--- src/hw/rv_consts.svh ---
`ifndef RV_CONSTS_SVH
`define RV_CONSTS_SVH

// alu operation codes
`define ALU_NONE     5'd0
`define ALU_ADD      5'd1
`define ALU_SUB      5'd2
`define ALU_XOR      5'd3
`define ALU_OR       5'd4
`define ALU_AND      5'd5
`define ALU_SLL      5'd6
`define ALU_SRL      5'd7
`define ALU_SRA      5'd8
`define ALU_SLT      5'd9
`define ALU_SLTU     5'd10
`define ALU_RETURN_A 5'd11
`define ALU_RETURN_B 5'd12

// write-back sources
`define WB_ALU       3'b000
`define WB_LOAD      3'b001
`define WB_LINK      3'b010
`define WB_ALU32     3'b100 // alu result, sign-extended from bit 31

`define SEL_PC       2'b00 // operand a
`define SEL_RS1      2'b01
`define SEL_IMM      2'b00 // operand b
`define SEL_RS2      2'b01

`define RESET_PC     64'h0

`endif

--- src/hw/rv_pkg.sv ---
package rv_pkg;

    typedef logic [63:0] xlen_t;     // data word

    typedef logic [31:0] inst_t;

    typedef logic [4:0]  regIdx_t;

    typedef logic [4:0]  aluOp_t;

    typedef logic [2:0]  wbSel_t;

    typedef logic [1:0]  opSel_t;

    typedef logic [7:0]  byteMask_t; // one bit per byte lane

    typedef logic [3:0]  readSize_t; // load width in bytes

endpackage

--- src/hw/regFile.sv ---
`timescale 1ns/1ps

module regFile (
    input  logic            clk,
    input  logic            rstN,
    input  rv_pkg::regIdx_t raddr1,
    input  rv_pkg::regIdx_t raddr2,
    input  logic            wen,
    input  rv_pkg::regIdx_t waddr,
    input  rv_pkg::xlen_t   wdata,
    output rv_pkg::xlen_t   rdata1,
    output rv_pkg::xlen_t   rdata2
);

    rv_pkg::xlen_t regs [32];

    always_ff @(posedge clk or negedge rstN) begin
        if (!rstN) begin
            for (int i = 0; i < 32; i++) begin
                regs[i] <= '0;
            end
        end else if (wen && waddr != 5'd0) begin // x0 stays zero
            regs[waddr] <= wdata;
        end
    end

    assign rdata1 = regs[raddr1];
    assign rdata2 = regs[raddr2];

endmodule

--- config.mk ---
export PLATFORM = sky130hd
export DESIGN_NAME = regFile
export DESIGN_NICKNAME = d
export VERILOG_FILES = /design/src/hw/rv_consts.svh /design/src/hw/rv_pkg.sv /design/src/hw/regFile.sv
export SDC_FILE = /design/constraint.sdc
export NUM_CORES = 2
export LEC_CHECK = 0
export BUFFER_PORTS_ARGS = -buffer_cell sky130_fd_sc_hd__buf_2
export CORE_MARGIN = 2
export CORE_UTILIZATION = 55
export DETAILED_ROUTE_END_ITERATION = 7
export PLACE_DENSITY = 0.71
export SYNTH_ARGS = -nofsm -noshare
export SYNTH_HDL_FRONTEND = slang
export SYNTH_SLANG_ARGS = --single-unit
--- constraint.sdc ---
create_clock -name clk -period 2.7 [get_ports clk]
set_clock_uncertainty 0.2 [all_clocks]
set_input_delay 0.135 -clock clk [delete_from_list [all_inputs] [get_ports clk]]
set_output_delay 0.135 -clock clk [all_outputs]
set_load 0.02 [all_outputs]
Word level (Yosys, flattened, before mapping):

Cells that the tools add are included.

* bits in registers: 2048
* input port bits: 82
* output and inout bits: 128
* word-level logic and storage cells: 51

* $lt $le $gt $ge: 4
* mux-type cells: 9
* bitwise operators: 3
* reduce and logical (&&, ||, !) cells: 3

Operators by type and width (count)
* $bwmux W2048: 1
* $bmux W64 S5: 2
* $demux W64 S5: 1
* $mux W64: 5
* $ge A6 B6 Y1 const B: 3
* $not A5 Y6: 3
* $lt A6 B1 Y1 const B: 1
* $reduce_bool A5 Y1: 1
* $logic_and A1 B1 Y1: 2

Longest topological paths before layout:

* depth in word-level cells: 6
* depth in mapped cells: 9
* gate-level depth less buffers: 4

Least setup slack after synthesis:

Ideal clock, no wire load.

* kind: input -> output
* start point: in raddr2[0]
* end point: out rdata2[20]
* data arrival time: 2.060 ns
* data required time: 2.365 ns
* setup slack: 0.305 ns
* cell stages on the path: 8
* path buffers: 6
* cell sequence: buf_2 -> buf_4 -> buf_4 -> buf_2 -> buf_4 -> clkbuf_1 -> a211oi_1 -> o31ai_1

* word-level cells in the longest chain between the ends: 4

RTL lines
* start, declared: line regFile.sv:7 `input rv_pkg::regIdx_t raddr2,`
* $not A5 Y6 (not written as such): line regFile.sv:28 `assign rdata2 = regs[raddr2];`
* $bmux W64 S5: line regFile.sv:28
* $mux W64 (not written as such) (2 in a row): line regFile.sv:28
* end, declared: line regFile.sv:12 `output rv_pkg::xlen_t rdata2`

Every way passes these cells. The select of a mux whose other input is x is not followed.

Final worst setup path:

* start point: reg regs[532] in the netlist's numbering
* end point: out rdata1[20]

* word-level cells in the longest chain between the ends: 3

RTL lines
* start, declared: line regFile.sv:15 `rv_pkg::xlen_t regs [32];`
* start signal, assigned by index: line regFile.sv:23 `regs[waddr] <= wdata;`
* $bmux W64 S5: line regFile.sv:27 `assign rdata1 = regs[raddr1];`
* $mux W64 (not written as such) (2 in a row): line regFile.sv:27
* end, declared: line regFile.sv:11 `output rv_pkg::xlen_t rdata1,`

Every way passes these cells. The select of a mux whose other input is x is not followed.

==> flow_summary.ini <==
[detailed_routing]
drc = 0
drt_iter0_drc = 6714
routedWlPerCell_um = 33.94
ant_nets = 0
wl_um = 328000
vias = 66440
drtPass1Iterations = 7
via_per_inst = 6.874

[die]
ios = 210
core.rowCount = 162
die_h_um = 446.5
dieArea_um2 = 199400
start_util_pct = 55.29
die_x_um = 446.5
core_um2 = 194800

[placement]
dp_hpwl_um = 197500
portBuffers = 209
gp_congestion = 0.8301
pre_cts_ws_ns = -0.03658

[critical_path]
setup.worst_path.start = regs[532]
end_kind = primary output
critPathLaunchType = register
critPathMaxFanout = 2
cpMaxStageDelayCell = mux4_2
crit_top_cell = mux4_2
crit_path_end = rdata1[20]
arrival_ns = 2.74
crit_chain = mux4_2 > mux4_2 > mux2_4 > buf_6
max_stage_delay_ns = 0.51
regToRegSetupSlack_ns = 1.47
required_ns = 2.37
r2r_cells = 3
r2r-start = regs[560]
path_class = register to primary output
reg2reg_to = regs[560]

[min_path]
hold_class = register to register
min_from = regs[2015]

[timing]
rsz0062_at_grt = yes
hold_viol_final = 0
fin_crit_ns = 3.080
clock.fmax_mhz = 324.7
slew_headroom_pct = 12.96
drv_slew = 0
post-route-period-util_pct = 114.1
finalSetupViolations = 127
tightest_slew_ns = 1.303
fin_ws_ns = -0.3796

[clock_network]
cts_buffers = 217
cts_sinks = 2048
clkTransAtPathRegs_ns = 0.06
clkLatencyLatePin_ns = 0.85
clockBufferDepth = 3
htree_levels = 4
cts_root_buf = clkbuf_16
cts_tree = done

[power]
total_power_mw = 95.13
max-vdd-ir-drop_mv = 0.7916
power_frac_comb_pct = 22.9
swShare_pct = 26.76
p_int_mw = 69.68
leakage_nw = 55.15
clkPwrFrac_pct = 34.0
p_seq_share_pct = 43.0
powerDensity_nw_per_um2 = 749.2
p_sw_mw = 25.45

[global_route]
grt_max_degree = 133
grt_pass1_wl_um = 485800
antenna_found_initial = 12
grt_overflow = 0
grt_pass1_vias = 70130
grt_use_total_pct = 33.38

[logic_synthesis]
synthCells = 6512
yosysMostFrequentCell = mux2_2
syn_avg_cell_area_um2 = 16.54
synthArstFlopShare_pct = 100.0
ys_warn_count = 0
synth_top_area_share_pct = 47.58
syn-cell-area_um2 = 107700
synth_edf_count = 0
synth_cell_types = 30
synth_common_cells = mux2_2, dfrtp_1, mux4_2
ys_seq_area_share_pct = 47.58
synth-main-ff-cell = dfrtp_1
ys_ff_latch = 2048
netlist_top_cells_area = dfrtp_1, mux4_2, mux2_2
syn_nets = 6594
synth_top_area_cell = dfrtp_1

[layout]
biggestRegsByFlops = regs (2048)
area_delta_synth_final_pct = 17.90
layout-drive-gt1-share_pct = 65.64
largest_reg_flops = 2048
fillCellCount = 13370
top_register = regs
post-route-util_pct = 65.19
nets = 6935

[run_status]
status = complete, but fails checks
violations = setup timing

[run]
cap_violations = 0
## cells by family (layout without fill, tap and decap cells)
family | Yosys count | in the layout | synth area share, %
buffers and inverters | 774 | 1300 | 3.080
flip-flops | 2048 | 2048 | 47.58
other | 0 | 3 | 0
AND/OR/NAND/NOR | 94 | 94 | 0.4449
AO/OA/AOI/OAI | 156 | 156 | 1.121
multiplexers | 3440 | 3440 | 47.77
## final cells by class
class                           count  area [um^2]  share of cell area, %
Antenna cell                        3        7.507               0.005912
Clock buffer                      305         6287                  4.952
Clock inverter                     99         1459                  1.149
Inverter                            1        6.256               0.004927
Multi-Input combinational cell   3690        54780                  43.14
Sequential cell                  2048        51250                  40.36
Tap cell                         2624         3283                  2.586
Timing Repair Buffer              895         9908                  7.803
## repair_timing
action | 4_1_cts | 5_1_grt
pin swaps | 55 | 32
buffers inserted | 101 | 39
endpoints found under the setup margin | 128 | 227
resized for setup | 479 | 51
cloned | 0 | 1
hold buffers | 76 | 0
endpoints found under the hold margin | 4032 | 0
## worst min-delay path by stage
| stage | endpoint | slack [ns] | depth (start not counted) |
|---|---|---|---|
| 2_1_floorplan | regs[0] | -0.36 | 0 |
| 3_3_place_gp | regs[1205] | -0.09 | 1 |
| 3_5_place_dp | regs[1205] | -0.09 | 1 |
| 4_1_cts | regs[1968] | 0.19 | 3 |
| 5_1_grt | regs[2000] | 0.21 | 0 |
| 6_report | regs[2015] | 0.19 | 0 |
## power by group through the flow
stage	Sequential, mW	Combinational [mW]	Clock, mW
6_report	40.9	21.8	32.4
5_1_grt	41.6	23.1	34.0
4_1_cts	40.7	21.6	32.7
3_5_place_dp	41.2	19.5	0
3_3_place_gp	40.8	19.0	0
2_1_floorplan	39.6	14.8	0
## per-stage QoR
stage                     area, um^2  cells  setup TNS (ns)  hold slack (ns)
after CTS                     126500   9627          -36.73           0.1906
after detailed placement      115300   9059        -0.03658         -0.08938
after global placement        115300   9059        -0.06165         -0.08791
after floorplan               107700   6512               0          -0.3606
final                         127000   9665          -30.54           0.1945
after global routing          127000   9664          -37.60           0.2062
## worst max-delay path: cells and delay by family, from the launching register on
family                 cells  cell delay, ns
buffers and inverters      1            0.15
DFF                        1            0.39
muxes                      3            1.34
## cell usage in the layout, fill, tap and decap left out, types with 71 or more instances in the layout
| cell | n |
|---|---|
| dfrtp_1 | 2048 |
| mux2_2 | 2043 |
| mux4_2 | 1145 |
| buf_4 | 388 |
| clkbuf_16 | 223 |
| buf_12 | 204 |
| buf_6 | 150 |
| mux2i_1 | 138 |
| mux2_4 | 108 |
| dlygate4sd3_1 | 73 |
| buf_2 | 71 |
## routing by layer
metal  vias to the layer above  routed length, um  track usage, %
met3                       753              23240           6.000
met4                         8              15210           13.45
li1                      26250                  -               -
met2                      2722             159300           53.49
met5                         -                 46               0
met1                     36700             130200           45.60
(Power assumes the default switching activity.)
