--- src/hw/rv_consts.svh ---
`ifndef RV_CONSTS_SVH
`define RV_CONSTS_SVH

// alu operation codes
`define ALU_NONE     5'd0
`define ALU_ADD      5'd1
`define ALU_SUB      5'd2
`define ALU_XOR      5'd3
`define ALU_OR       5'd4
`define ALU_AND      5'd5
`define ALU_SLL      5'd6
`define ALU_SRL      5'd7
`define ALU_SRA      5'd8
`define ALU_SLT      5'd9
`define ALU_SLTU     5'd10
`define ALU_RETURN_A 5'd11
`define ALU_RETURN_B 5'd12

// write-back sources
`define WB_ALU       3'b000
`define WB_LOAD      3'b001
`define WB_LINK      3'b010
`define WB_ALU32     3'b100 // alu result, sign-extended from bit 31

`define SEL_PC       2'b00 // operand a
`define SEL_RS1      2'b01
`define SEL_IMM      2'b00 // operand b
`define SEL_RS2      2'b01

`define RESET_PC     64'h0

`endif

--- src/hw/rv_pkg.sv ---
package rv_pkg;

    typedef logic [63:0] xlen_t;     // data word

    typedef logic [31:0] inst_t;

    typedef logic [4:0]  regIdx_t;

    typedef logic [4:0]  aluOp_t;

    typedef logic [2:0]  wbSel_t;

    typedef logic [1:0]  opSel_t;

    typedef logic [7:0]  byteMask_t; // one bit per byte lane

    typedef logic [3:0]  readSize_t; // load width in bytes

endpackage

--- src/hw/loadStore.sv ---
`timescale 1ns/1ps

module loadStore (
    input  logic [2:0]        addr,
    input  rv_pkg::xlen_t     storeData,
    input  rv_pkg::byteMask_t memoryWriteMask,
    input  rv_pkg::readSize_t readNum,
    input  logic              sext,
    input  rv_pkg::xlen_t     rdataRaw,
    output rv_pkg::xlen_t     wdata,
    output rv_pkg::byteMask_t wmask,
    output rv_pkg::xlen_t     loadData
);

    logic [5:0]    bitOffset;
    rv_pkg::xlen_t lane;

    assign bitOffset = {addr, 3'b000};

    // stores move into their byte lanes
    assign wmask = memoryWriteMask << addr;
    assign wdata = storeData << bitOffset;

    assign lane = rdataRaw >> bitOffset; // addressed byte lands at bit 0

    always_comb begin
        case (readNum)
            4'd1: begin
                loadData = {{56{sext & lane[7]}}, lane[7:0]};
            end
            4'd2: begin
                loadData = {{48{sext & lane[15]}}, lane[15:0]};
            end
            4'd4: begin
                loadData = {{32{sext & lane[31]}}, lane[31:0]};
            end
            4'd8: begin
                loadData = lane;
            end
            default: begin
                loadData = '0;
            end
        endcase
    end

endmodule

--- config.mk ---
export PLATFORM = sky130hd
export DESIGN_NAME = loadStore
export DESIGN_NICKNAME = d
export VERILOG_FILES = /design/src/hw/rv_consts.svh /design/src/hw/rv_pkg.sv /design/src/hw/loadStore.sv
export SDC_FILE = /design/constraint.sdc
export NUM_CORES = 1
export LEC_CHECK = 0
export ABC_CLOCK_PERIOD_IN_PS = 1600
export BUFFER_PORTS_ARGS = -buffer_cell sky130_fd_sc_hd__clkbuf_2
export CORE_MARGIN = 10
export CORE_UTILIZATION = 40
export DETAILED_ROUTE_END_ITERATION = 10
export PLACE_DENSITY = 0.82
export SETUP_SLACK_MARGIN = 0.5
export SLEW_MARGIN = 20
export SYNTH_ARGS = -nofsm -noshare
export SYNTH_HDL_FRONTEND = slang
export SYNTH_SLANG_ARGS = --single-unit
--- constraint.sdc ---
create_clock -name vclk -period 1.6
set_clock_uncertainty 0.1 [all_clocks]
set_input_delay 0.08 -clock vclk [all_inputs]
set_output_delay 0.08 -clock vclk [all_outputs]
set_load 0.01 [all_outputs]
[After elaboration in Yosys (flattened, before gate mapping)]
Index checks and enable logic that the tools add are counted.
Operators by class
  $lt $le $gt $ge: 0
  divide/modulo/power cells: 0
  multiply operators: 0
  add/subtract/negate cells: 0
  shift operators: 3
  bitwise gates (word level): 3
  equal/unequal tests: 4
  reductions and logical operators: 0
  mux-type cells: 1
Operators by type and width (number)
  one-hot mux 64 bit (4 select lines): 1
  left shift 64 x 6 -> 64 bit: 1
  >> shifter 64 x 6 -> 64 bit: 1
  left shift 8 x 3 -> 8 bit: 1
  equality test 4 x 1 -> 1 bit (second input constant): 1
  equality test 4 x 2 -> 1 bit (second input constant): 1
  equality test 4 x 3 -> 1 bit (second input constant): 1
  equality test 4 bit (second input constant): 1
  bitwise AND 1 bit: 3
Word-level totals
  bits in latches: 0
  bits of input ports: 144
  memories kept: 0
  bits in read-only memories: 0
  register bits: 0
  RAM bits: 0
  output and inout bits: 136

[Longest topological paths before layout]
  depth after elaboration: 3
  gate-level depth with buffers: 8
  depth with buffers taken out: 4

[Worst setup path before layout]
Ideal clock, no wire load.
  path type: input to output
  start point: input port addr[1]
  end point: output port loadData[32]
  slack: -0.192 ns
  cell stages on the path: 7
  required time: 1.420 ns
  data arrival time: 1.612 ns
  cell sequence: buf_6 -> mux2_2 -> mux4_2 -> a22oi_2 -> buf_4 -> buf_6 -> nand3_1
On the way
  word-level cells in the longest chain between the ends: 3
RTL lines
  start, declared: RTL line loadStore.sv:4  | input logic [2:0] addr,
  >> shifter 64 x 6 -> 64 bit (*): RTL line loadStore.sv:24  | assign lane = rdataRaw >> bitOffset;
  bitwise AND 1 bit (on tied branches): RTL line loadStore.sv:35, loadStore.sv:29, loadStore.sv:32
  one-hot mux 64 bit (4 select lines) (*): RTL line loadStore.sv:27  | case (readNum)
  end, declared: RTL line loadStore.sv:12  | output rv_pkg::xlen_t loadData
Mark *: on every way between the ends. The rest lies on a longest branch, timed or not.

[Worst setup path in the final report]
  start point: input port addr[1]
  end point: output port loadData[43]
Same word-level chain as after synthesis.

==> metrics.md <==
| Metric | Value |
|---|---|
| Result of the run | complete, but fails checks |
| Violations in the final reports | setup timing |
| Cell area after synthesis | 3976 um^2 |
| Maximum clock rate | 487.6 MHz |
| Placed Cells | 975 |
| Most common cell after layout, fill and taps aside | clkbuf_2 |
| Simple logic cell fraction of the synthesized area | 23.16% |
| Main combinational cell family by area after synthesis | multiplexers |
| Number of buffer and inverter stages on the critical path | 4 |
| Number of cells traversed by the worst hold path | 4 |
| Post-synthesis cell count | 552 |
| Yosys warnings | 0 |
| Final setup viols | 108 |
| Period utilisation layout | 128.2% |
| Area of the core region | 9729 um^2 |
| Leakage power figure | 3.939 nW |
| Worst Setup Slack post-DPL | -0.4453 ns |
| IR drop worst, VDD | 0.0002359 V |
| Overflow after GRT | 0 |
| Cell breakdown of the critical path | buf_16, mux2_4, mux4_2, a22oi_2, buf_6, clkbuf_16, nand3_1, clkbuf_2 |
| Post-layout min period | 2.051 ns |
| Vertical extent of the die | 119.7 um |
| Top delay family on crit path | multiplexers |
| Total Wirelength | 26,900 um |
| Number of remaining DRC errors | 0 |
| Sum of net half-perimeters after detailed placement | 16,270 um |
| Path type of the worst setup path | in2out |
| Compound-gate portion of the synthesized area | 21.40% |
| Die footprint | 14,330 um^2 |
| Initial antenna violation count | 0 |
| Post-DRT Antenna Nets | 0 |
| Maximum fanout along the worst path | 10 |
| Critical-path top delay cell | mux4_2 |
| Fraction of the yosys area taken by sequential cells | 0% |
| Commonest cells after routing, fill and taps aside | 215 x clkbuf_2, 67 x mux2i_1, 64 x buf_4, 61 x nand2_1 |
| Areal power density over the cells | 328.5 nW/um^2 |
| Distinct cell type count of the synthesized netlist | 38 |
| Maximum number of pins on one net before global-route repair | 41 |
| Fraction of synthesized area in multiplexers | 47.77% |
| Ant diodes | 0 |
| Sequential cell count of the final layout | 0 |
| Post-layout utilization of the core | 81.43% |
| Hold crit path type | in2out |
| Combined global-route utilization of all metal layers | 30.36% |
| Via count of the first global-routing pass | 6,595 |
| Weighted congestion at the end of routability-driven global placement | 0.9996 |
| Post-Route Hold Slack | 0.4319 ns |
| Origin of the worst min-delay path | storeData[7] |
| Slew at the pin closest to its max-slew limit | 0.4413 ns |
| Number of buffers inserted by port buffering | 280 |
| Wire length of the first global-routing pass | 36,230 um |
| Worst Hold Endpoint | wdata[39] |
| Layout cells sized above 1 | 65.88% |
| Via count of the routed design | 6,700 |
| Ports | 280 |
| Number of optimization iterations in the first detailed-route pass | 7 |
| Via/cell ratio | 6.524 |
| Placement Cell Area | 5997 um^2 |
| Adder-cell share of the synthesized area | 0% |
| Post-layout instance area | 7923 um^2 |
| Die boundary width | 119.7 um |
| Final count of hold timing violations | 0 |
| Worst max-slew margin expressed relative to the limit | 69.74% |
| Minimum setup slack in the final design | -0.4511 ns |
| Endpoint kind of the worst setup timing path | output port |
| Nets | 1,040 |
| Count of pins over their slew limit | 0 |
| Final Instance Count excl. Fillers | 1,027 |
| Initial drt markers | 920 |
| WL/cell | 26.19 um |
| Data required time at the worst endpoint | 1.42 ns |
| Nature of the critical path startpoint | primary input |
| Arrival @ worst endpoint | 1.87 ns |
| Starting density of the core | 40.87% |
| Synthesized net count | 696 |
| Post-synthesis to final-layout area growth | 99.24% |
| Count of clock-net buffers in the final layout | 0 |
| Unrepaired setup endpoints after global routing | true |
| Crit-path max cell delay | 0.49 ns |
| Reported max-cap violation count | 0 |
| FF+latch area | 0 um^2 |
| Avg Cell Area, Syn | 7.203 um^2 |
| Placement Rows | 36 |
| Xor-xnor portion of the synthesized cell area | 0.2203% |
-- report_power, final --
part           internal (mW)  leakage (nW)  switching, mW
Clock                      0             0              0
Combinational           1.29          3.94           1.32
Sequential                 0             0              0
Total                   1.29          3.94           1.32
-- layout make-up --
class	instances	area (um^2)
Fill cell	534	1807
Timing Repair Buffer	402	3228
Tap cell	133	166.4
Multi-Input combinational cell	490	4521
Inverter	2	7.507
-- Yosys cell counts (2+ instances only) --
cell type,count,area share [%]
o311ai_0,8,1.8
mux2i_1,93,23
o211ai_1,8,1.5
buf_1,5,0.47
buf_4,3,0.57
a22oi_1,7,1.3
nand2b_1,3,0.47
nor2b_1,13,2.0
clkbuf_1,25,2.4
o32ai_1,9,2.0
and2_1,21,3.3
nor2_1,61,5.8
a21oi_1,39,4.9
nand2_1,68,6.4
buf_6,3,0.85
o2bb2ai_1,9,2.0
mux2_2,26,7.4
buf_2,24,3.0
nand3_1,24,3.0
mux4_2,30,17
nor3_1,2,0.25
o21ai_0,54,6.8
and3_1,2,0.31
-- kinds of logic after synthesis --
logic type | Yosys count
AOI/OAI and AO/OA | 139
xor gates and xnor gates | 1
buffers and inverters | 62
muxes | 149
and+or+nand+nor | 201
-- metal layers --
metal  wire [um]  up-vias  GRT usage, %  part of all wire [%]
met1        8776     3110         33.69                    33
li1            -     2766             -                     -
met5           0        -             0                     0
met4        1288        0         9.955                   4.8
met2       13180      675         54.81                    49
met3        3652      149         8.158                    14
-- per-stage QoR --
step | setup TNS (ns) | power (mW)
finish | -25.39 | 2.603
global route | -29.52 | 2.707
CTS | -20.43 | 2.287
detailed placement | -30.83 | 1.817
global placement | -28.82 | 1.790
floorplan | -6.830 | 1.043
-- worst max-delay path by stage --
stage / from / slack, ns / endpoint / cells past startpoint
final: addr[1] / -0.45 / loadData[43] / 8
after global routing: addr[1] / -0.53 / loadData[8] / 12
after CTS: addr[1] / -0.40 / loadData[44] / 8
after detailed placement: addr[1] / -0.45 / loadData[26] / 8
after global placement: addr[1] / -0.41 / loadData[27] / 8
after floorplan: addr[1] / -0.16 / loadData[32] / 7
-- tightest hold or removal path, cell delays in order --
cell,delay (ns)
clkbuf_2,0.13
nand2_1,0.06
o21ai_1,0.05
clkbuf_2,0.12
-- repair_timing --
action	CTS	global route
setup buffers	23	9
gates cloned	17	3
endpoints found under the setup margin	136	136
gates resized for setup	182	157
pin swaps	35	20
hold buffers	0	0
(Power assumes the default switching activity.)
