[config.mk]
export PLATFORM = sky130hd
export DESIGN_NAME = immGen
export DESIGN_NICKNAME = d
export VERILOG_FILES = /design/src/hw/rv_consts.svh /design/src/hw/rv_pkg.sv /design/src/hw/immGen.sv
export SDC_FILE = /design/constraint.sdc
export NUM_CORES = 1
export LEC_CHECK = 0
export BUFFER_PORTS_ARGS = -buffer_cell sky130_fd_sc_hd__buf_2
export CORE_MARGIN = 2
export CORE_UTILIZATION = 34
export DETAILED_ROUTE_END_ITERATION = 7
export GPL_ROUTABILITY_DRIVEN = 0
export GPL_TIMING_DRIVEN = 0
export PLACE_DENSITY = 0.91
export SLEW_MARGIN = 5
export SYNTH_ARGS = -nofsm -noshare
export SYNTH_HDL_FRONTEND = slang
export SYNTH_SLANG_ARGS = --single-unit
[constraint.sdc]
create_clock -name vclk -period 4.37
set_clock_uncertainty 0.05 [all_clocks]
set_input_delay 0.874 -clock vclk [all_inputs]
set_output_delay 0.874 -clock vclk [all_outputs]
set_load 0.005 [all_outputs]
[src/hw/rv_consts.svh]
`ifndef RV_CONSTS_SVH
`define RV_CONSTS_SVH

// alu operation codes
`define ALU_NONE     5'd0
`define ALU_ADD      5'd1
`define ALU_SUB      5'd2
`define ALU_XOR      5'd3
`define ALU_OR       5'd4
`define ALU_AND      5'd5
`define ALU_SLL      5'd6
`define ALU_SRL      5'd7
`define ALU_SRA      5'd8
`define ALU_SLT      5'd9
`define ALU_SLTU     5'd10
`define ALU_RETURN_A 5'd11
`define ALU_RETURN_B 5'd12

// write-back sources
`define WB_ALU       3'b000
`define WB_LOAD      3'b001
`define WB_LINK      3'b010
`define WB_ALU32     3'b100 // alu result, sign-extended from bit 31

`define SEL_PC       2'b00 // operand a
`define SEL_RS1      2'b01
`define SEL_IMM      2'b00 // operand b
`define SEL_RS2      2'b01

`define RESET_PC     64'h0

`endif

[src/hw/rv_pkg.sv]
package rv_pkg;

    typedef logic [63:0] xlen_t;     // data word

    typedef logic [31:0] inst_t;

    typedef logic [4:0]  regIdx_t;

    typedef logic [4:0]  aluOp_t;

    typedef logic [2:0]  wbSel_t;

    typedef logic [1:0]  opSel_t;

    typedef logic [7:0]  byteMask_t; // one bit per byte lane

    typedef logic [3:0]  readSize_t; // load width in bytes

endpackage

[src/hw/immGen.sv]
`timescale 1ns/1ps

module immGen (
    input  rv_pkg::inst_t inst,
    output rv_pkg::xlen_t imm
);

    logic [6:0] opCode;

    assign opCode = inst[6:0];

    always_comb begin
        case (opCode)
            7'b0010011, 7'b0011011, 7'b0000011, 7'b1100111: begin // I
                imm = {{52{inst[31]}}, inst[31:20]};
            end
            7'b0100011: begin // S
                imm = {{52{inst[31]}}, inst[31:25], inst[11:7]};
            end
            7'b1100011: begin // B
                imm = {{52{inst[31]}}, inst[7], inst[30:25], inst[11:8], 1'b0};
            end
            7'b0110111, 7'b0010111: begin // U
                imm = {{32{inst[31]}}, inst[31:12], 12'h0};
            end
            7'b1101111: begin // J
                imm = {{44{inst[31]}}, inst[19:12], inst[20], inst[30:21], 1'b0};
            end
            default: imm = '0;
        endcase
    end

endmodule

Yosys cells after proc, flatten, opt, wreduce, memory -nomap -nowiden
Cells that the tools add are included.
{"block": "classes", "n_eq_ne": 9, "n_mux": 1, "reduce_logical": 2}
{"operator": "$pmux 64 s5", "n": 1}
{"operator": "$eq 7x5->1 const B", "n": 3}
{"operator": "$eq 7x7->1 const B", "n": 3}
{"operator": "$eq 7x6->1 const B", "n": 2}
{"operator": "$eq 7x2->1 const B", "n": 1}
{"operator": "$reduce_or 4->1", "n": 1}
{"operator": "$reduce_or 2->1", "n": 1}
{"block": "word_totals", "ff_bits": 0, "inputBits": 32, "output_inout_bits": 64, "wordCells": 12}

Logic depth before layout (Yosys ltp)
Gate-level depths: netlist of run 1.
{"block": "logic_depth", "depth_word": 3, "mapped_depth": 6}

Worst setup path after synthesis of run 1
OpenSTA, ideal clock, no wires.
{"block": "synth_timing", "path_type": "in2out", "startpoint": "input port inst[6]", "endpoint": "output port imm[32]", "arrival_time_ps": 3197, "slack_ps": 249, "stages": 5, "n_path_buf": 2, "cell_sequence": "buf_4 nor2b_1 or4_4 a21oi_1 buf_4"}
{"block": "synth_via", "elab_chain_len": 3, "elab_cells_between_ends": 12, "cone_classes": "eq/ne: 9; mux: 1; reduce/logical: 2"}
{"element": "start: declaration", "line": "immGen.sv:4", "source": "input rv_pkg::inst_t inst,"}
{"element": "$eq 7x5->1 (tied with other cells)", "line": "immGen.sv:13", "source": "case (opCode)"}
{"element": "$reduce_or 4->1 or $reduce_or 2->1 (tied branches)", "line": "immGen.sv:13"}
{"element": "$pmux 64 s5 *", "line": "immGen.sv:13"}
{"element": "end: declaration", "line": "immGen.sv:5", "source": "output rv_pkg::xlen_t imm"}
Every way passes the cells marked *; elsewhere a longest branch is shown, timed or not.

Worst setup path in the final report of run 1
{"block": "layout_timing", "startpoint": "input port inst[6]", "endpoint": "output port imm[40]"}
The elaborated chain is that of the path after synthesis.

==> impl_metrics.ini, run 1 <==
[status]
status = completed

[global_routing]
grt_pass1_wl_um = 3670
grt_max_degree = 19
grt_pass1_vias = 827
grt_antenna_before_repair = 0
grt_overflow = 0
grt_usage_pct = 16.8

[synthesis]
ys_warn_count = 0
synth_area_um2 = 777
seq_area_frac_synth_pct = 0
syn_avg_cell_area_um2 = 6.76
synth_cells = 115
synth_cell_type_count = 26
synth_nets = 147

[route]
wire_per_inst_um = 10.2
vias = 1111
via_per_inst = 4.69
ant_nets = 0
routed_wl_um = 2420
firstDrtPassIters = 4
remaining_drc_errors = 0
drt_iter0_drc = 20

[worst_setup_path]
required_ns = 3.45
startpoint = inst[6]
cpMostUsedCell = buf_4
criticalPathCategory = in2out
crit_chain = buf_4, nor2b_1, or4_4, a21oi_2, buf_6, buf_4, buf_2
crit_arrival_ns = 2.73
worst_path_largest_cell_delay_ns = 0.61
start_kind = primary input
crit_fanout = 18
end_kind = output pin
critPathSlowestCell = a21oi_2
critPathTopFamily = simple AND/OR/NAND/NOR gates
crit_buf_inv = 4

[clock_tree]
cts.hold.buffers_added = 0
cts_setup_buffers = 0
cts_resized = 0

[finish]
syn2layout_area_growth_pct = 66.3
regArea_um2 = 0
layout.nets = 243
drive_gt1_share_pct = 64.6
fin_util_pct = 59.0
seq_cells = 0
n_clock_buffer = 0
final_area_um2 = 1290
antenna_cells = 0

[power_and_ir_drop]
power_frac_seq_pct = 0
combPwrFrac_pct = 100.0
p_leak_nw = 0.915
p_int_uw = 40.0
pwr-share-clk_pct = 0
power_switching_uw = 33.7
power_density_nw_per_um2 = 57.0
peakVddDrop_mv = 0.0512
p_sw_share_pct = 45.8

[placement]
dp_hpwl_um = 2040
dpl_cell_area_um2 = 1290
port_buffers = 93

[floorplan]
io_pins = 96
core-area_um2 = 2190
die_h_um = 51.8
row_count = 17
die_area_um2 = 2680
die_w_um = 51.8
initial_utilization_pct = 35.5

[sta]
finalHoldViolCount = 0
worst_pin_slew_ns = 0.721
finalSetupTns_ns = 0
final_max_slew_viol_count = 0
period_share_pct = 83.6
fmax_ghz = 0.274
setup_viol = 0
relSlewSlack_pct = 52.0
rsz0062_at_grt = no
period_minus_slack_ns = 3.65

[hold_path]
holdPathStages = 3
holdPathEnd = imm[30]
hold_start = inst[30]
min_path_type = in2out

[job]
drv_cap = 0
[cells in the mapped netlist]
cell type	number	share of area, %
nand3b_1	1	0.97
nor2_1	2	0.97
a21oi_2	2	2.3
nand2_1	5	2.4
nor3_1	2	1.3
nand4b_1	1	1.1
nor2b_4	1	1.8
and2_1	7	5.6
o41ai_1	1	1.1
and3_1	2	1.6
nor3b_1	3	2.9
a21oi_1	10	6.4
or4_4	1	1.4
a32o_1	2	2.6
clkbuf_1	3	1.4
inv_1	1	0.48
buf_4	34	33
nor2b_1	3	2.4
o21ai_0	3	1.9
a22o_1	4	4.5
nand2b_1	4	3.2
buf_6	2	2.9
nand3_1	8	5.2
a21o_1	11	11
mux2i_1	1	1.3
o21ai_1	1	0.64
[cell type report]
cell class / instances / area, um2
Buffer: 39 / 289
Inverter: 1 / 3.75
Tap cell: 28 / 35.0
Fill cell: 217 / 898
Timing Repair Buffer: 94 / 477
Multi-Input combinational cell: 75 / 488
[power by group through the flow]
stage	clock network [mW]	registers [mW]	logic, mW
CTS	0	0	0.0741
global placement	0	0	0.0729
detailed placement	0	0	0.0740
global route	0	0	0.0817
finish	0	0	0.0737
floorplan	0	0	0.0409
[layout by cell type, fill, tap and decap left out]
cell type,synthesis,final
nand3b_1,1,1
buf_6,2,3
nor3b_1,3,3
nor3_1,2,2
a22o_1,4,4
or4_4,1,1
a21oi_2,2,3
nor2_1,2,2
o41ai_1,1,1
a21oi_1,10,9
a32o_1,2,2
clkbuf_1,3,3
buf_2,0,93
mux2i_1,1,1
nand3_1,8,8
and2_1,7,7
inv_1,1,1
nand2b_1,4,4
o21ai_0,3,3
nand2_1,5,5
a21o_1,11,11
buf_4,34,34
and3_1,2,2
nor2b_1,3,3
nand4b_1,1,1
o21ai_1,1,1
nor2b_4,1,1
[routing by layer]
| metal | GRT usage [%] | up-vias | wire length (um) |
|---|---|---|---|
| li1 | - | 562 | - |
| met1 | 21.2 | 485 | 940 |
| met3 | 2.30 | 0 | 278 |
| met4 | 0.877 | 0 | 0 |
| met5 | 0 | - | 0 |
| met2 | 31.4 | 64 | 1200 |
[logic make-up (layout without fill, tap and decap cells)]
family | Yosys count | after routing | share of synthesized area [%]
buffers and inverters | 40 | 134 | 37.7
multiplexers | 1 | 1 | 1.29
AND/OR/NAND/NOR | 40 | 40 | 30.9
AO/OA/AOI/OAI | 34 | 34 | 30.1
[per-stage QoR]
step	hold WS, ns	power [mW]	setup WS [ns]	cells
detailed placement	1.97	0.0740	0.669	237
CTS	1.97	0.0741	0.665	237
global route	1.99	0.0817	0.520	237
global placement	1.97	0.0729	-0.143	236
finish	1.97	0.0737	0.717	237
floorplan	1.80	0.0409	0.249	115
[worst max path at each step]
stage,endpoint,slack (ns),cells past startpoint
after floorplan,imm[32],0.25,5
after global placement,imm[32],-0.14,6
after detailed placement,imm[62],0.67,7
after CTS,imm[62],0.66,7
after global routing,imm[62],0.52,7
final,imm[40],0.72,7
No activity file was read; power rests on OpenSTA's default activity.
==> inputs of run 2 (changes only) <==
--- a/config.mk
+++ b/config.mk
@@ -7,11 +7,11 @@
 export LEC_CHECK = 0
 export BUFFER_PORTS_ARGS = -buffer_cell sky130_fd_sc_hd__buf_2
 export CORE_MARGIN = 2
-export CORE_UTILIZATION = 34
+export CORE_UTILIZATION = 31
 export DETAILED_ROUTE_END_ITERATION = 7
 export GPL_ROUTABILITY_DRIVEN = 0
 export GPL_TIMING_DRIVEN = 0
-export PLACE_DENSITY = 0.91
+export PLACE_DENSITY = 0.88
 export SLEW_MARGIN = 5
 export SYNTH_ARGS = -nofsm -noshare
 export SYNTH_HDL_FRONTEND = slang
==> constraint.sdc (replaced) <==
create_clock -name vclk -period 3.05
set_clock_uncertainty 0.05 [all_clocks]
set_input_delay 0.61 -clock vclk [all_inputs]
set_output_delay 0.61 -clock vclk [all_outputs]
set_load 0.005 [all_outputs]
==> impl_metrics.ini, run 2 (synthesis results as in run 1) <==
[sta]
finalSetupTns_ns = 0
worst_pin_slew_ns = 0.661
finalHoldViolCount = 0
period_minus_slack_ns = 2.97
period_share_pct = 97.4
setup_viol = 0
hold_slack_ns = 1.44
relSlewSlack_pct = 56.0
rsz0062_at_grt = no
final_max_slew_viol_count = 0
fmax_ghz = 0.337

[job]
drv_cap = 0

[finish]
drive_gt1_share_pct = 64.6
fin_util_pct = 53.4
filler_cell_count = 270
n_clock_buffer = 0
syn2layout_area_growth_pct = 67.3
layout_common_cells = buf_2, buf_4, a21o_1
layout.nets = 243
final_area_um2 = 1300
regArea_um2 = 0
seq_cells = 0
antenna_cells = 0
fin_cells = 239
mostFrequentLayoutCell = buf_2

[power_and_ir_drop]
p_sw_share_pct = 47.0
pwr-share-clk_pct = 0
power_frac_seq_pct = 0
p_leak_nw = 0.910
p_int_uw = 57.1
power_density_nw_per_um2 = 82.9
combPwrFrac_pct = 100.0
power_switching_uw = 50.6
peakVddDrop_mv = 0.0539

[route]
drt_iter0_drc = 12
remaining_drc_errors = 0
routed_wl_um = 2600
via_per_inst = 4.59
vias = 1096
firstDrtPassIters = 4
wire_per_inst_um = 10.9
ant_nets = 0

[clock_tree]
cts_setup_buffers = 0
cts_resized = 0
cts.hold.buffers_added = 0

[worst_setup_path]
crit_arrival_ns = 2.31
start_kind = primary input
criticalPathCategory = in2out
required_ns = 2.39
end_kind = output pin
crit_fanout = 16

[floorplan]
die_w_um = 54.1
row_count = 18
initial_utilization_pct = 31.9
die_area_um2 = 2920
core-area_um2 = 2430
io_pins = 96
die_h_um = 54.1

[placement]
port_buffers = 93
dp.cells = 238
dpl_cell_area_um2 = 1290
dp_hpwl_um = 2020

[hold_path]
min_path_type = in2out

[global_routing]
grt_pass1_wl_um = 3370
grt_max_degree = 34
grt_pass1_vias = 797
grt_usage_pct = 14.7
grt_overflow = 0
grt_antenna_before_repair = 0

[status]
status = completed
## run 2: cell count changes in the layout (fill, tap and decap cells not counted)
cell     change
buf_6        -1
a21oi_4      +1
## run 2: final cells by class
class / instances / area, um2 / area share, %
Multi-Input combinational cell: 76 / 504 / 38.8
Timing Repair Buffer: 93 / 465 / 35.8
Buffer: 39 / 289 / 22.2
Tap cell: 30 / 37.5 / 2.89
Inverter: 1 / 3.75 / 0.289
## run 2: metal layers
layer	GRT usage, %	wire length, um	vias up	share of wire, %
li1	-	-	565	-
met1	19.1	1110	476	43
met2	28.5	1230	55	47
met3	0	265	0	10
met4	0	0	0	0
met5	0	0	-	0
## run 2: power by group through the flow
stage               Clock, mW  Sequential (mW)  Combinational, mW
floorplan                   0                0             0.0591
global route                0                0              0.120
finish                      0                0              0.108
global placement            0                0              0.104
CTS                         0                0              0.107
detailed placement          0                0              0.106
## run 2: final timing paths
check / from / depth (start not counted) / to
setup / recovery: inst[6] / 6 / imm[55]
hold / removal: inst[27] / 3 / imm[27]
## run 2: metrics by stage
step                setup slack [ns]  power [mW]
detailed placement           0.00834       0.106
floorplan                      0.269      0.0591
global route                  0.0202       0.120
global placement              0.0558       0.104
CTS                         0.000216       0.107
finish                        0.0802       0.108
## run 2: critical path: stages
cell     delay [ns]
buf_4          0.14
nor2b_1        0.13
or4_4          0.55
a21oi_2        0.56
buf_4          0.22
buf_2          0.10
