## src/hw/rv_consts.svh

```systemverilog
`ifndef RV_CONSTS_SVH
`define RV_CONSTS_SVH

// alu operation codes
`define ALU_NONE     5'd0
`define ALU_ADD      5'd1
`define ALU_SUB      5'd2
`define ALU_XOR      5'd3
`define ALU_OR       5'd4
`define ALU_AND      5'd5
`define ALU_SLL      5'd6
`define ALU_SRL      5'd7
`define ALU_SRA      5'd8
`define ALU_SLT      5'd9
`define ALU_SLTU     5'd10
`define ALU_RETURN_A 5'd11
`define ALU_RETURN_B 5'd12

// write-back sources
`define WB_ALU       3'b000
`define WB_LOAD      3'b001
`define WB_LINK      3'b010
`define WB_ALU32     3'b100 // alu result, sign-extended from bit 31

`define SEL_PC       2'b00 // operand a
`define SEL_RS1      2'b01
`define SEL_IMM      2'b00 // operand b
`define SEL_RS2      2'b01

`define RESET_PC     64'h0

`endif

```

## src/hw/rv_pkg.sv

```systemverilog
package rv_pkg;

    typedef logic [63:0] xlen_t;     // data word

    typedef logic [31:0] inst_t;

    typedef logic [4:0]  regIdx_t;

    typedef logic [4:0]  aluOp_t;

    typedef logic [2:0]  wbSel_t;

    typedef logic [1:0]  opSel_t;

    typedef logic [7:0]  byteMask_t; // one bit per byte lane

    typedef logic [3:0]  readSize_t; // load width in bytes

endpackage

```

## src/hw/pcUnit.sv

```systemverilog
`timescale 1ns/1ps
`include "rv_consts.svh"

module pcUnit (
    input  logic          clk,
    input  logic          rstN,
    input  logic          npcOp,
    input  logic          pcSel,
    input  rv_pkg::xlen_t rs1,
    input  rv_pkg::xlen_t imm,
    output rv_pkg::xlen_t pc
);

    rv_pkg::xlen_t sum;
    rv_pkg::xlen_t nextPc;

    assign sum = (pcSel ? rs1 : pc) + imm; // jalr bases on rs1

    always_comb begin
        nextPc = pc + 64'd4;
        if (npcOp) begin
            nextPc = pcSel ? {sum[63:1], 1'b0} : sum;
        end
    end

    always_ff @(posedge clk or negedge rstN) begin
        if (!rstN) begin
            pc <= `RESET_PC;
        end else begin
            pc <= nextPc;
        end
    end

endmodule

```

## config.mk

```make
export PLATFORM = sky130hd
export DESIGN_NAME = pcUnit
export DESIGN_NICKNAME = d
export VERILOG_FILES = /design/src/hw/rv_pkg.sv /design/src/hw/pcUnit.sv
export VERILOG_INCLUDE_DIRS = /design/src /design/src/hw
export SDC_FILE = /design/constraint.sdc
export NUM_CORES = 1
export LEC_CHECK = 0
export BUFFER_PORTS_ARGS = -buffer_cell sky130_fd_sc_hd__buf_2
export CAP_MARGIN = 20
export CORE_AREA = 2 2 145 147
export DETAILED_ROUTE_END_ITERATION = 7
export DIE_AREA = 0 0 147 149
export GPL_TIMING_DRIVEN = 0
export HOLD_SLACK_MARGIN = 0.05
export SLEW_MARGIN = 20
export SYNTH_ARGS = -nofsm -noshare
export SYNTH_HDL_FRONTEND = slang
export SYNTH_SLANG_ARGS = --single-unit
```

## constraint.sdc

```tcl
create_clock -name clk -period 2.8 [get_ports clk]
set_clock_uncertainty 0.05 [all_clocks]
set_input_delay 0.84 -clock clk [delete_from_list [all_inputs] [get_ports clk]]
set_output_delay 0.84 -clock clk [all_outputs]
set_load 0.02 [all_outputs]
```

## After elaboration in Yosys (flattened, before gate mapping)

Index checks and enable logic that the tools add are counted.

- Bits in latches: 0
- Output and inout bits: 64
- Input bits: 132
- Register bits after elaboration: 64
- Logic and storage cells: 6
- Memories kept: 0
- Memory bits (writable): 0
- Bits in read-only memories: 0

- $lt $le $gt $ge: 0
- Divide/modulo/power cells: 0
- Equal/unequal tests: 0
- Shift-type cells: 0
- Mux-type cells: 3
- Add/sub/neg operators: 2
- Multiply operators: 0
- Bitwise logic cells: 0
- Reduce and logical (&&, ||, !) cells: 0

Operators by type and width:

| operator | count |
|---|---|
| 64-bit two-way mux | 2 |
| 64-bit by 3-bit adder with 64-bit output, second input constant | 1 |
| 64-bit adder | 1 |
| 1-bit two-way mux | 1 |

## Longest topological paths before layout

Gate-level depths: netlist of run 1.

- Word-level depth: 4
- Mapped depth: 17
- Depth with buffers taken out: 14

## Worst setup path before layout of run 1

Ideal clock, no wire load.

- Path type: input-to-reg
- Start point: input pcSel
- End point: register pc[59]
- Arrival: 4.198 ns
- Library setup time: 0.120 ns
- Buffers on the path: 4
- Path slack: -1.567 ns
- Required time: 2.630 ns
- Stages on the path: 15
- Cells stage by stage: clkbuf_1 > clkbuf_1 > clkbuf_1 > mux2_2 > ha_1 > buf_2 > nand4_1 > or3_1 > nor4_2 > nor3b_1 > a311oi_1 > a21oi_1 > nor2b_1 > o21ai_0 > a31o_1

- Cells in the longest elaborated chain, start to end: 3

Ends and longest elaborated chain:

| what | RTL line | text |
|---|---|---|
| start, declared | pcUnit.sv:8 | `input logic pcSel,` |
| 64-bit two-way mux | pcUnit.sv:17 | `assign sum = (pcSel ? rs1 : pc) + imm;` |
| 64-bit adder | pcUnit.sv:17 |  |
| 64-bit two-way mux | pcUnit.sv:21 | `if (npcOp) begin` |
| net nextPc[59] | pcUnit.sv:15 | `rv_pkg::xlen_t nextPc;` |
| end signal, assigned | pcUnit.sv:28 | `` pc <= `RESET_PC; `` |
| end signal, assigned | pcUnit.sv:30 | `pc <= nextPc;` |
| end, declared | pcUnit.sv:11 | `output rv_pkg::xlen_t pc` |

The timed path passes the listed nets, and every way through them passes these cells.

## Worst setup path after layout of run 1

- Start point: input pcSel
- End point: register pc[36]

The elaborated chain is that of the path after synthesis.

==> results of run 1 <==
-- placed cells by master, fill, tap and decap left out, types with 6 or more instances in the layout --
cell type / n
ha_2: 16
ha_1: 21
a21o_1: 35
or3_1: 9
clkbuf_8: 8
nand4_1: 30
buf_2: 194
nand3_1: 37
a21oi_4: 12
clkbuf_1: 15
buf_6: 36
xor2_1: 55
and4_1: 9
nor2_1: 80
mux2i_1: 15
and3_1: 23
buf_12: 6
ha_4: 27
dfrtp_1: 64
nand2b_1: 6
nand2_2: 12
and2_1: 8
o211ai_1: 6
xnor2_1: 45
o21ai_0: 24
mux2_2: 52
nor2_2: 9
buf_4: 71
o21ai_1: 26
a31oi_1: 6
nand2_1: 84
o21bai_1: 8
xnor2_2: 9
mux2_4: 8
a21oi_2: 35
clkbuf_16: 14
a21oi_1: 68
inv_1: 8
-- logic make-up (layout without fill, tap and decap cells) --
| logic type | count (synthesis) | in the layout | share of synthesized area, % |
|---|---|---|---|
| xor gates and xnor gates | 113 | 113 | 12.32 |
| and+or+nand+nor | 360 | 360 | 22.55 |
| muxes | 76 | 76 | 10.40 |
| buffers and inverters | 67 | 361 | 3.505 |
| adders and majority gates | 65 | 65 | 10.22 |
| DFF | 64 | 64 | 19.94 |
| AOI/OAI and AO/OA | 276 | 276 | 21.06 |
| other | 0 | 1 | 0 |
-- how the worst max path moves through the flow --
stage / start / end / cells past startpoint
6_report: pcSel / pc[36] / 18
5_1_grt: pcSel / pc[40] / 18
4_1_cts: pcSel / pc[40] / 18
3_5_place_dp: pcSel / pc[60] / 14
3_3_place_gp: pcSel / pc[60] / 14
2_1_floorplan: pcSel / pc[59] / 15
-- timing repair --
| item | in CTS | in global routing |
|---|---|---|
| pin swaps | 89 | 91 |
| hold buffers | 0 | 0 |
| cloned | 2 | 0 |
| setup endpoints to repair | 56 | 57 |
| gates resized for setup | 190 | 106 |
| setup buffers | 61 | 47 |
-- cell type report --
cell class / count / area share [%]
Antenna cell: 1 / 0.02055
Buffer: 35 / 2.744
Clock buffer: 14 / 2.333
Clock inverter: 2 / 0.2877
Inverter: 11 / 0.3391
Multi-Input combinational cell: 890 / 62.30
Sequential cell: 64 / 13.15
Tap cell: 275 / 2.826
Timing Repair Buffer: 299 / 16.00
-- power groups by stage --
stage | sequential (mW) | clock (mW) | combinational, mW
3_3_place_gp | 2.06 | 0 | 5.87
2_1_floorplan | 2.44 | 0 | 3.81
5_1_grt | 2.14 | 1.31 | 8.48
4_1_cts | 2.05 | 1.27 | 7.04
3_5_place_dp | 2.06 | 0 | 5.89
6_report | 2.06 | 1.26 | 7.93
-- worst max-delay path, delay by kind of cell --
| kind | cells | cell delay, ns |
|---|---|---|
| adders and majority gates | 1 | 0.23 |
| buffers and inverters | 7 | 1.05 |
| AOI/OAI and AO/OA | 7 | 1.10 |
| muxes | 1 | 0.31 |
| xor gates and xnor gates | 1 | 0.16 |
| and+or+nand+nor | 1 | 0.14 |
-- layer usage --
| layer | up-vias | track usage [%] | wire [um] |
|---|---|---|---|
| met3 | 60 | 3.578 | 2076 |
| met1 | 4330 | 35.26 | 13430 |
| met2 | 394 | 44.25 | 14410 |
| li1 | 4298 | - | - |
| met4 | 0 | 9.135 | 881 |
| met5 | - | 0 | 0 |
-- through the flow --
step / setup WS (ns) / hold slack (ns) / instances / util (%)
after floorplan: -0.9785 / 0.4944 / 1021 / -
final: -0.8768 / 0.3823 / 1591 / 59.23
after global placement: -1.683 / 0.5049 / 1489 / 47.19
after global routing: -1.025 / 0.4216 / 1590 / 59.22
after CTS: -0.8782 / 0.3985 / 1553 / 55.45
after detailed placement: -1.688 / 0.5155 / 1490 / 47.30
==> results.toml, run 1 <==
[setup_path]
cp_cell_sequence = "clkbuf_16, clkbuf_16, buf_4, buf_6, mux2_4, ha_4, o211ai_1, a21oi_4, o211ai_1, buf_4, a21oi_4, buf_6, nor2b_4, o41ai_4, a21oi_2, buf_4, xor2_1, a21oi_1"
crit_arrival_ns = 3.83
slowest_stage = "mux2_4"
crit_required_ns = 2.96
rr_startpoint = "pc[2]"
crit_top_cell = "buf_4"
worstSetupPathType = "in -> reg"
crit_fanout = 7
cp_slowest_stage_delay_ns = 0.31
rr_endpoint = "pc[58]"
r2r_setup_slack_ns = -0.51
reg2regPathDepth = 10
startpoint_type = "input pin"
cp-end-kind = "register"

[route]
dr.pass1.iters = 5
wirelength_um = 30800
drt.antenna.violating_nets = 0
via_per_inst = 5.708
vias = 9082
remaining_drc_errors = 0
post_drt_wl_per_cell_um = 19.36
drt_iter0_markers = 848

[sta]
slew_violations = 0
period_share_pct = 131.3
rsz0062_at_grt = "true"
min_period_ns = 3.677
fmax_mhz = 272.0
tightest_slew_ns = 0.8564
tns_ns = -34.58
worst_slack_ns = -0.8768
slew_headroom_pct = 42.91
hold_viol_final = 0
setup_viol = 56

[clock_tree]
clkSlewWorstSetupHoldPaths_ns = 0.06
clock_latency_ns = 0.35
tritoncts = "yes"
cts_max_level = 3
cts_made_buffers = 9
clockRootBuffer = "clkbuf_16"
clkSinkCount = 64
cts_max_path_buffers = 2

[run]
cap_violations = 0

[pwr]
p_int_mw = 5.819
seqPwrFrac_pct = 18.3
p_total_mw = 11.24
switching_share_pct = 48.25
p_leak_nw = 5.263
p_switching_mw = 5.426
pwr-share-clk_pct = 11.2
combPwrFrac_pct = 70.5
powerDensity_nw_per_um2 = 923.5
peakVddDrop_mv = 0.5172

[synthesis]
synth_area_per_cell_um2 = 7.867
netlist_instances = 1021
yosys.area.top_type = "dfrtp_1"
synth_cell_types = 67
synth-async-reset-ratio_pct = 100.0
yosys-top-cells-count = "114 x a21oi_1, 99 x nand2_1, 90 x nor2_1, 64 x dfrtp_1, 64 x ha_1"
syn_nets = 1218
yosysMostFrequentCell = "a21oi_1"
ys_top_cells_by_area = "dfrtp_1 20%, ha_1 10%, mux2_2 8.4%"
yosysSeqAreaShare_pct = 19.94
synth_area_um2 = 8033
synth_edf_count = 0
synth_top_area_share_pct = 19.94
synth.ff_latch_count = 64
synth_flop_cell = "dfrtp_1"
yosysWarningCount = 0

[cells_and_area]
reg_top3 = "pc: 64 flops"
drive_gt1_share_pct = 45.25
fill_cells = 1833
final_area_um2 = 12180
final_nets = 1507
regArea_um2 = 1602
regMostFlops = "pc"
largest_register_ffs = 64
area_growth_pct = 51.59
multi_input_area_um2 = 7586

[floorplanning]
die_x_um = 147
die_area_um2 = 21900
fp-row-count = 53
die_h_um = 149
boundaryPins = 196
core_area_um2 = 20560
start_util_pct = 39.07

[global_route]
grt_pass1_vias = 8553
grt_pass1_wl_um = 45660
grt_max_degree = 35
antenna_found_initial = 0
grtUsageTotal_pct = 26.44
grt_overflow = 0

[outcome]
violations = "negative setup slack"
outcome = "finished with violations"

[place]
place_congestion = 0.9257
placed_cell_area_um2 = 9724
dp_hpwl_um = 21530
io_buffers = 193

[min_path]
hp-class = "in -> async"
Note: power is estimated with default switching activity, not from simulation.
==> run 2, diff against run 1 <==
- clock period: 2.8 -> 4 ns (I/O delays scaled with it)
==> run 2 against run 1 <==
Compared with the run above:
- the run still ends with negative setup slack left
- die area unchanged
- core utilization is 6.3 points lower
- largest power group unchanged
- via count shrank 4.1%
- combinational power shrank 41%
- final cell count is 3.5% lower
- clock-buffer cell count fell by 4
- critical path type unchanged
- clock power down 28%
- non-clock buffer count decreased by 54
==> results.toml, run 2 (synthesis results as in run 1) <==
[outcome]
outcome = "finished with violations"
violations = "negative setup slack"

[cells_and_area]
most-common-layout-cells = "198 x buf_2, 94 x nand2_1, 90 x a21oi_1"
finalNonFillerCells = 1536
area_growth_pct = 35.47
drive_gt1_share_pct = 35.61
final_nets = 1453
layout_commonest_cell = "buf_2"
diodes = 0
largest_register_ffs = 64
regMostFlops = "pc"
reg_top3 = "pc: 64 flops"

[global_route]
grt_pass1_wl_um = 43520
grtUsageTotal_pct = 25.16
grt_overflow = 0
grt_pass1_vias = 8103
antenna_found_initial = 0
grt_max_degree = 34

[setup_path]
slowest_stage = "a221oi_2"
path_buf_inv = 5
rr_startpoint = "pc[3]"
worstSetupPathType = "in -> reg"
cp_slowest_stage_delay_ns = 0.35
crit_fanout = 7
reg2regPathDepth = 10
cp-end-kind = "register"
crit_cells = 16
startpoint_type = "input pin"
cpLargestDelayFamily = "compound AO/OA/AOI/OAI gates"
crit_required_ns = 4.19
cp-startpoint = "pcSel"
crit_top_cell = "clkbuf_16"
cp_cell_sequence = "clkbuf_16, clkbuf_16, clkbuf_16, buf_12, o21ai_0, ha_1, clkbuf_4, a21oi_2, o21ai_2, a221oi_2, o21ai_1, a31oi_2, a21oi_2, nor2b_4, or3_1, a31o_1"
crit_arrival_ns = 4.28

[clock_tree]
clkSlewWorstSetupHoldPaths_ns = 0.06
cts_made_buffers = 9
cts_max_level = 3
cts_max_path_buffers = 2
clkSinkCount = 64
cts_hold_buf = 0
clock_latency_ns = 0.35
tritoncts = "yes"
clockRootBuffer = "clkbuf_16"

[place]
place_congestion = 0.9202
place_inst = 1490
dp_hpwl_um = 21390
pre_cts_slack_ns = -0.8373
io_buffers = 193

[route]
via_per_inst = 5.671
dr.pass1.iters = 5
drt.antenna.violating_nets = 0
drt_iter0_markers = 593
post_drt_wl_per_cell_um = 18.77
vias = 8710
wirelength_um = 28830
remaining_drc_errors = 0

[floorplanning]
die_h_um = 149
core_area_um2 = 20560
die_area_um2 = 21900
fp-row-count = 53
boundaryPins = 196
start_util_pct = 39.07
die_x_um = 147

[sta]
slew_violations = 0
min_period_ns = 4.089
fmax_mhz = 244.5
slew_headroom_pct = 23.62
hold_viol_final = 0
period_share_pct = 102.2
worst_slack_ns = -0.08918
hold_ws_ns = 0.5081
rsz0062_at_grt = "true"
tightest_slew_ns = 1.146
setup_viol = 4

[min_path]
whs_path_depth = 1
hold_start = "pc[2]"
hp-class = "reg -> reg"

[run]
cap_violations = 0

[pwr]
powerDensity_nw_per_um2 = 645.9
peakVddDrop_mv = 0.3167
p_leak_nw = 4.802
-- run 2: cell types whose count changed in the layout (fill, tap and decap cells not counted), moves of 16 or more --
cell,delta
buf_6,-26
o21ai_0,+16
a21oi_1,+22
buf_4,-33
ha_1,+24
-- run 2: timing repair --
item,CTS,global route
setup buffers,22,19
pin swaps,33,42
gates cloned,1,1
gates resized for setup,69,82
endpoints found under the setup margin,29,30
-- run 2: path summary, 6_finish.rpt --
| path | slack (ns) | end |
|---|---|---|
| worst max-delay path | -0.09 | pc[59] |
| worst max register to register | 0.51 | pc[40] |
| min in group asynchronous | 0.75 | pc[10] |
| worst min-delay path | 0.51 | pc[2] |
| worst min register to register | 0.51 | pc[2] |
| max in group asynchronous | 2.59 | pc[62] |
-- run 2: cell type report --
type                    instances  area (um^2)
inverters                      11        41.29
plain buffers                  43        362.8
repair buffers                237         1349
fillers                      1983         9676
multi-input cells             890         6862
flip-flops and latches         64         1602
clock buffers                  10        239.0
clock inverters                 6        82.58
well taps                     275        344.1
-- run 2: stage by stage --
stage	TNS [ns]	utilization, %	area (um^2)	power [mW]
after detailed placement	-18.87	46.71	9603	5.479
after global routing	-1.700	52.93	10880	7.508
after floorplan	-0.5378	-	8270	4.304
after CTS	-0.1673	50.63	10410	6.681
after global placement	-19.47	46.60	9580	5.460
final	-0.1784	52.93	10880	7.028
-- run 2: layer usage --
metal	vias to the layer above	global-route usage, %	share of wire [%]
met5	-	0	0
met4	0	8.077	2.9
met3	57	3.333	6.2
met2	324	41.17	46
met1	4133	34.58	45
li1	4196	-	-
-- run 2: power by group --
group          internal (mW)  switching, mW  leakage, nW  total (mW)
sequential             0.964          0.478        0.738        1.44
clock                  0.560          0.343        0.158       0.903
combinational           2.03           2.65         3.91        4.68
